### src/lsu_pkg.sv
// shared constants, operation codes and bus word views for the load-store unit and its memory
package lsu_pkg;

	// bus and register width
	localparam int DATA_W = 32;

	// load kinds, nonzero means the operation reads memory
	typedef enum logic [2:0] {
		LD_NONE = 3'd0,
		LD_B    = 3'd1,
		LD_H    = 3'd2,
		LD_W    = 3'd3,
		LD_BU   = 3'd4,
		LD_HU   = 3'd5
	} load_type_e;

	// store kinds, nonzero means the operation writes memory
	typedef enum logic [1:0] {
		ST_NONE = 2'd0,
		ST_B    = 2'd1,
		ST_H    = 2'd2,
		ST_W    = 2'd3
	} store_type_e;

	// bus response codes
	localparam logic [1:0] RESP_OKAY   = 2'b00;
	localparam logic [1:0] RESP_SLVERR = 2'b10;

	// one bus word, seen as byte lanes or as halfwords
	typedef union packed {
		logic [DATA_W/8-1:0][7:0]   lane;
		logic [DATA_W/16-1:0][15:0] half;
	} bus_word_u;

endpackage

### src/lsu_align.sv
// byte-lane logic of the load-store unit: places store data and strobes, extracts and extends loads
`timescale 1ns/1ps

module lsu_align (
	input  logic [lsu_pkg::DATA_W-1:0] addr_i,
	input  lsu_pkg::load_type_e        load_type_i,
	input  lsu_pkg::store_type_e       store_type_i,
	input  logic [lsu_pkg::DATA_W-1:0] wdata_i,
	input  logic [lsu_pkg::DATA_W-1:0] rdata_i,
	output logic [lsu_pkg::DATA_W-1:0] bus_addr_o,
	output logic [lsu_pkg::DATA_W-1:0] wdata_o,
	output logic [3:0]                 wstrb_o,
	output logic [lsu_pkg::DATA_W-1:0] load_o
);
	import lsu_pkg::*;

	logic [1:0] offset;
	logic [3:0] base_strb;
	bus_word_u  wsrc;
	bus_word_u  wplaced;
	bus_word_u  rshift;

	assign offset     = addr_i[1:0];
	assign bus_addr_o = {addr_i[DATA_W-1:2], 2'b00};

	// lanes covered by the store before shifting
	always_comb begin
		case (store_type_i)
			ST_B:    base_strb = 4'b0001;
			ST_H:    base_strb = 4'b0011;
			ST_W:    base_strb = 4'b1111;
			default: base_strb = 4'b0000;
		endcase
	end

	// strobes pushed past lane 3 fall off
	assign wstrb_o = base_strb << offset;

	assign wsrc = wdata_i;

	// move each source byte up by the offset
	always_comb begin
		wplaced = '0;
		for (int i = 0; i < DATA_W / 8; i++) begin
			if (i >= int'(offset)) begin
				wplaced.lane[i] = wsrc.lane[i - int'(offset)];
			end
		end
	end

	assign wdata_o = wplaced;

	// returned word brought down to bit 0, upper bytes zero
	assign rshift = rdata_i >> {offset, 3'b000};

	always_comb begin
		case (load_type_i)
			LD_B:    load_o = {{(DATA_W - 8){rshift.lane[0][7]}}, rshift.lane[0]};
			LD_BU:   load_o = {{(DATA_W - 8){1'b0}}, rshift.lane[0]};
			LD_H:    load_o = {{(DATA_W - 16){rshift.half[0][15]}}, rshift.half[0]};
			LD_HU:   load_o = {{(DATA_W - 16){1'b0}}, rshift.half[0]};
			// word loads and anything else pass straight through
			default: load_o = rshift;
		endcase
	end

endmodule

### src/lsu_ctrl.sv
// load-store controller: latches one operation, runs the bus master FSM and registers the result
`timescale 1ns/1ps

module lsu_ctrl (
	input  logic                       clock,
	input  logic                       rstn,
	input  logic                       start_i,
	input  lsu_pkg::load_type_e        load_type_i,
	input  lsu_pkg::store_type_e       store_type_i,
	input  logic [lsu_pkg::DATA_W-1:0] addr_i,
	input  logic [lsu_pkg::DATA_W-1:0] wdata_i,
	input  logic [4:0]                 rd_i,
	output logic                       busy_o,
	output logic                       done_o,
	output logic                       err_o,
	output logic [4:0]                 rd_o,
	output logic [lsu_pkg::DATA_W-1:0] result_o,
	output logic [lsu_pkg::DATA_W-1:0] ar_addr_o,
	output logic                       ar_valid_o,
	input  logic                       ar_ready_i,
	input  logic [lsu_pkg::DATA_W-1:0] r_data_i,
	input  logic [1:0]                 r_resp_i,
	input  logic                       r_valid_i,
	output logic                       r_ready_o,
	output logic [lsu_pkg::DATA_W-1:0] aw_addr_o,
	output logic                       aw_valid_o,
	input  logic                       aw_ready_i,
	output logic [lsu_pkg::DATA_W-1:0] w_data_o,
	output logic [3:0]                 w_strb_o,
	output logic                       w_valid_o,
	input  logic                       w_ready_i,
	input  logic [1:0]                 b_resp_i,
	input  logic                       b_valid_i,
	output logic                       b_ready_o
);
	import lsu_pkg::*;

	typedef enum logic [1:0] {IDLE, ADDR, RESP, DONE} state_e;

	state_e            state_q;
	state_e            state_d;
	load_type_e        ld_type_q;
	store_type_e       st_type_q;
	logic [DATA_W-1:0] addr_q;
	logic [DATA_W-1:0] wdata_q;
	logic [DATA_W-1:0] result_q;
	logic [DATA_W-1:0] bus_addr;
	logic [DATA_W-1:0] load_val;
	logic [4:0]        rd_q;
	logic              err_q;
	logic              aw_sent_q;
	logic              w_sent_q;
	logic              start_mem;
	logic              is_load;
	logic              is_store;
	logic              ar_fire;
	logic              aw_fire;
	logic              w_fire;
	logic              r_fire;
	logic              b_fire;
	logic              write_sent;

	assign start_mem = (load_type_i != LD_NONE) || (store_type_i != ST_NONE);
	// a load wins if both kinds are given
	assign is_load   = ld_type_q != LD_NONE;
	assign is_store  = (st_type_q != ST_NONE) && !is_load;

	// single operation buffer, caller may change its inputs afterwards
	always_ff @(posedge clock) begin
		if (state_q == IDLE && start_i) begin
			ld_type_q <= load_type_i;
			st_type_q <= store_type_i;
			addr_q    <= addr_i;
			wdata_q   <= wdata_i;
			rd_q      <= rd_i;
		end
	end

	lsu_align lsu_align_i (
		.addr_i      (addr_q),
		.load_type_i (ld_type_q),
		.store_type_i(st_type_q),
		.wdata_i     (wdata_q),
		.rdata_i     (r_data_i),
		.bus_addr_o  (bus_addr),
		.wdata_o     (w_data_o),
		.wstrb_o     (w_strb_o),
		.load_o      (load_val)
	);

	assign ar_addr_o  = bus_addr;
	assign aw_addr_o  = bus_addr;
	assign ar_valid_o = (state_q == ADDR) && is_load;
	assign aw_valid_o = (state_q == ADDR) && is_store && !aw_sent_q;
	assign w_valid_o  = (state_q == ADDR) && is_store && !w_sent_q;
	assign r_ready_o  = (state_q == RESP) && is_load;
	assign b_ready_o  = (state_q == RESP) && is_store;

	assign ar_fire    = ar_valid_o && ar_ready_i;
	assign aw_fire    = aw_valid_o && aw_ready_i;
	assign w_fire     = w_valid_o && w_ready_i;
	assign r_fire     = r_valid_i && r_ready_o;
	assign b_fire     = b_valid_i && b_ready_o;
	// write counts as sent once address and data have both gone
	assign write_sent = (aw_sent_q || aw_fire) && (w_sent_q || w_fire);

	always_ff @(posedge clock) begin
		if (!rstn || state_d != ADDR) begin
			aw_sent_q <= 1'b0;
			w_sent_q  <= 1'b0;
		end else begin
			if (aw_fire) aw_sent_q <= 1'b1;
			if (w_fire) w_sent_q <= 1'b1;
		end
	end

	always_comb begin
		state_d = state_q;
		case (state_q)
			IDLE: if (start_i) state_d = start_mem ? ADDR : DONE;
			ADDR: if (ar_fire || write_sent) state_d = RESP;
			RESP: if (r_fire || b_fire) state_d = DONE;
			DONE: state_d = IDLE;
			default: state_d = IDLE;
		endcase
	end

	always_ff @(posedge clock) begin
		if (!rstn) state_q <= IDLE;
		else state_q <= state_d;
	end

	// non-memory result is just the address, known at start
	always_ff @(posedge clock) begin
		if (state_q == IDLE && start_i && !start_mem) result_q <= addr_i;
		else if (r_fire) result_q <= load_val;
		else if (b_fire) result_q <= '0;
	end

	always_ff @(posedge clock) begin
		if (!rstn) err_q <= 1'b0;
		else if (state_q == IDLE && start_i && !start_mem) err_q <= 1'b0;
		else if (r_fire) err_q <= r_resp_i != RESP_OKAY;
		else if (b_fire) err_q <= b_resp_i != RESP_OKAY;
	end

	assign busy_o   = state_q != IDLE;
	assign done_o   = state_q == DONE;
	assign err_o    = err_q;
	assign rd_o     = rd_q;
	assign result_o = result_q;

endmodule

### config.mk
export PLATFORM = sky130hd
export DESIGN_NAME = lsu_ctrl
export DESIGN_NICKNAME = d
export VERILOG_FILES = /design/src/lsu_pkg.sv /design/src/lsu_align.sv /design/src/lsu_ctrl.sv
export SDC_FILE = /design/constraint.sdc
export NUM_CORES = 1
export LEC_CHECK = 0
export BUFFER_PORTS_ARGS = -buffer_cell sky130_fd_sc_hd__buf_2
export CORE_UTILIZATION = 40
export CTS_CLUSTER_SIZE = 20
export DETAILED_ROUTE_END_ITERATION = 10
export PLACE_DENSITY_LB_ADDON = 0.08
export SLEW_MARGIN = 10
export SYNTH_ARGS = -nofsm -noshare
export SYNTH_HDL_FRONTEND = slang
export SYNTH_SLANG_ARGS = --single-unit
### constraint.sdc
create_clock -name clock -period 8.8 [get_ports clock]
set_input_delay 1.32 -clock clock [delete_from_list [all_inputs] [get_ports clock]]
set_output_delay 1.32 -clock clock [all_outputs]
set_load 0.05 [all_outputs]
==> flow_summary_export.csv <==
group,metric,value,unit
status,status,"complete, no violations",
layout,final_common_cell,"buf_2",
sta,worstMarginPinSlew,0.984,ns
power_and_ir_drop,vdd_drop_max,151,uV
clock_tree,root_buffer,"clkbuf_16",
clock_tree,cts_tree,"built",
layout,diodes,0,
floorplan,dieArea,0.0155,mm2
logic_synthesis,synth_seq_cells,111,
sta,rsz0062_at_grt,"false",
clock_tree,cts_sinks,111,
logic_synthesis,synth_compound_area_frac,0.107,
logic_synthesis,synth_edf_count,106,
global_routing,grt_first_pass_wirelength,24.0,mm
sta,timing.final.crit_share,0.528,
critical_path,cp.arrival,3.33,ns
sta,slew_violations,0,
floorplan,core,0.0146,mm2
placed_design,dpl.hpwl,11.8,mm
routing,firstDrtPassIters,4,
floorplan,io_pins,263,
routing,wl,16.0,mm
clock_tree,insertion_delay,0.36,ns
layout,num-nets-final,771,
sta,fin_tns_setup,0,ns
placed_design,place.gp.congestion,0.791,
critical_path,startpoint_type,"flop",
logic_synthesis,synth_top_family_by_area,"multiplexers",
flow_run,maxCapViolCount,0,
power_and_ir_drop,power,1420,uW
clock_tree,ctsHoldBuffers,0,
layout,final_area,0.00726,mm2
routing,antenna_left,0,
critical_path,crit_path_end_kind,"output port",
logic_synthesis,synth_area,0.00602,mm2
power_and_ir_drop,pwr_density_cell,196,mW/mm2
floorplan,die_h,125,um
logic_synthesis,yosys.area_share.simple,0.0838,
sta,hold_viol_final,0,
clock_tree,ctsResizeCount,0,
sta,clock.fmax,215,MHz
layout,layout_common_cells,"buf_2 (258), edfxtp_1 (106), mux2i_1 (45)",
critical_path,worstSetupPathType,"flop to output port",
worst_hold_path,hp-class,"flop to flop",
placed_design,place_ws,4.46,ns
placed_design,port_buffers,258,
logic_synthesis,synth.distinct_cells,49,
logic_synthesis,synthFlopType,"edfxtp_1",
power_and_ir_drop,internal_power,942,uW
critical_path,crit_fanout,18,
layout,syn_to_final_growth,20.6,%
floorplan,die_width,125,um
logic_synthesis,avgSynthCellArea,13.0,um2
routing,drt_iter0_drc,199,
logic_synthesis,synth_seq_area_share,0.546,
clock_tree,cts_made_buffers,9,
clock_tree,cts_setup_buffers,0,
routing,viasPerCell,5.21,
routing,routedWlPerCell,19.0,um
logic_synthesis,synthAdderAreaFrac,0.00624,
logic_synthesis,ys_warn_count,0,
sta,relSlewSlack,0.344,
logic_synthesis,postSynth.asyncResetShare,0,
power_and_ir_drop,p_clk_frac,0.291,
sta,setup_ws,4.15,ns
power_and_ir_drop,power_frac_seq,0.445,
clock_tree,clock_path_buffers,2,
logic_synthesis,synthCells,462,
global_routing,grt_pass1_vias,4359,
routing,vias,4373,
clock_tree,cts_max_level,3,
layout,drive_gt1_frac,0.475,
power_and_ir_drop,switchingPower,478,uW
power_and_ir_drop,leakage,0.00316,uW
floorplan,start_util,0.412,
global_routing,track_usage,0.204,
global_routing,gr-total-overflow,0,
floorplan,rows,44,
sta,setup_viol,0,
global_routing,grt_max_degree,76,
power_and_ir_drop,switching_share,0.337,
logic_synthesis,synth_xor_area_frac,0.00146,
logic_synthesis,synth_mux_area_frac,0.146,
sta,fin_crit,4.65,ns
routing,drc,0,
power_and_ir_drop,power_frac_comb,0.264,
critical_path,worstPathRequired,7.48,ns
global_routing,antenna_found_initial,0,
sta,fin_skew,0.00868,ns
placed_design,dpl-instance-area,0.00696,mm2
clock_tree,clk_pin_slew,0.07,ns
[final cells by class]
| type | instances | area [um2] |
|---|---|---|
| clock buffer | 9 | 225 |
| clock inverter | 7 | 72.6 |
| fill | 1347 | 7330 |
| inverter | 3 | 11.3 |
| timing repair buffer | 264 | 1340 |
| sequential | 111 | 3280 |
| multi-input combinational | 261 | 2100 |
| tap | 184 | 230 |
[synthesized netlist by cell type (3+ instances only)]
cell type / number / area, um2
edfxtp_1: 106 / 3180
buf_4: 70 / 526
mux2i_1: 45 / 450
nand2_1: 33 / 124
o21ai_0: 30 / 150
a21oi_1: 20 / 100
mux4_2: 19 / 428
nor2b_1: 13 / 81.3
and2_1: 11 / 68.8
buf_2: 11 / 55.1
a22o_1: 9 / 78.8
nor2_1: 9 / 33.8
o22ai_1: 9 / 56.3
a32o_1: 7 / 70.1
o2bb2ai_1: 7 / 61.3
dfxtp_1: 5 / 100
nor3_1: 5 / 25.0
buf_6: 4 / 45.0
or2_2: 4 / 25.0
clkbuf_1: 3 / 11.3
ha_1: 3 / 37.5
nand2b_1: 3 / 18.8
[power by group through the flow]
stage	Combinational (uW)	Sequential, uW	Clock, uW
6_report	375	632	413
5_1_grt	396	636	440
4_1_cts	379	632	424
3_5_place_dp	377	644	0
3_3_place_gp	374	643	0
2_1_floorplan	298	649	0
[path summary, 6_finish.rpt]
path | from | to | slack [ns] | cells past startpoint
max | addr_q[1] | w_data_o[20] | 4.15 | 5
min | err_o | err_o | 0.63 | 2
max reg2reg | ld_type_q[1] | result_o[1] | 6.41 | 4
min reg2reg | err_o | err_o | 0.63 | 2
[per-layer routing]
| layer | up-vias | wire length [um] | GRT usage |
|---|---|---|---|
| li1 | 2061 | - | - |
| met1 | 2083 | 6280 | 0.244 |
| met2 | 208 | 7870 | 0.344 |
| met3 | 21 | 1490 | 0.0636 |
| met4 | 0 | 319 | 0.0744 |
| met5 | - | 0 | 0 |
[stage by stage]
stage,utilization,std cells,hold WS [ns]
after floorplan,-,465,0.568
after global placement,0.477,823,0.608
after detailed placement,0.477,823,0.622
after CTS,0.498,839,0.634
after global routing,0.498,839,0.646
final,0.498,839,0.625
[cells by family (layout without fill, tap and decap cells)]
logic type | Yosys count | count (layout)
AO/OA/AOI/OAI | 98 | 98
XOR/XNOR | 1 | 1
adder cells (fa/ha/maj) | 3 | 3
buffers and inverters | 93 | 283
flip-flops | 111 | 111
multiplexers | 64 | 64
other | 1 | 4
AND/OR/NAND/NOR | 91 | 91
[state kept, by name, indices dropped and copies added (netlist names), 2 cells and up]
register   flops
result_o      32
addr_q        32
wdata_q       32
rd_o           5
ld_type_q      3
state_q        2
st_type_q      2
[worst max-delay path, stage by stage, from the launching register on]
cell      delay [ns]
edfxtp_1        0.35
clkinv_1        0.55
ha_1            1.09
mux4_2          0.61
nor2b_1         0.15
buf_2           0.23
No activity file was read; power rests on OpenSTA's default activity.
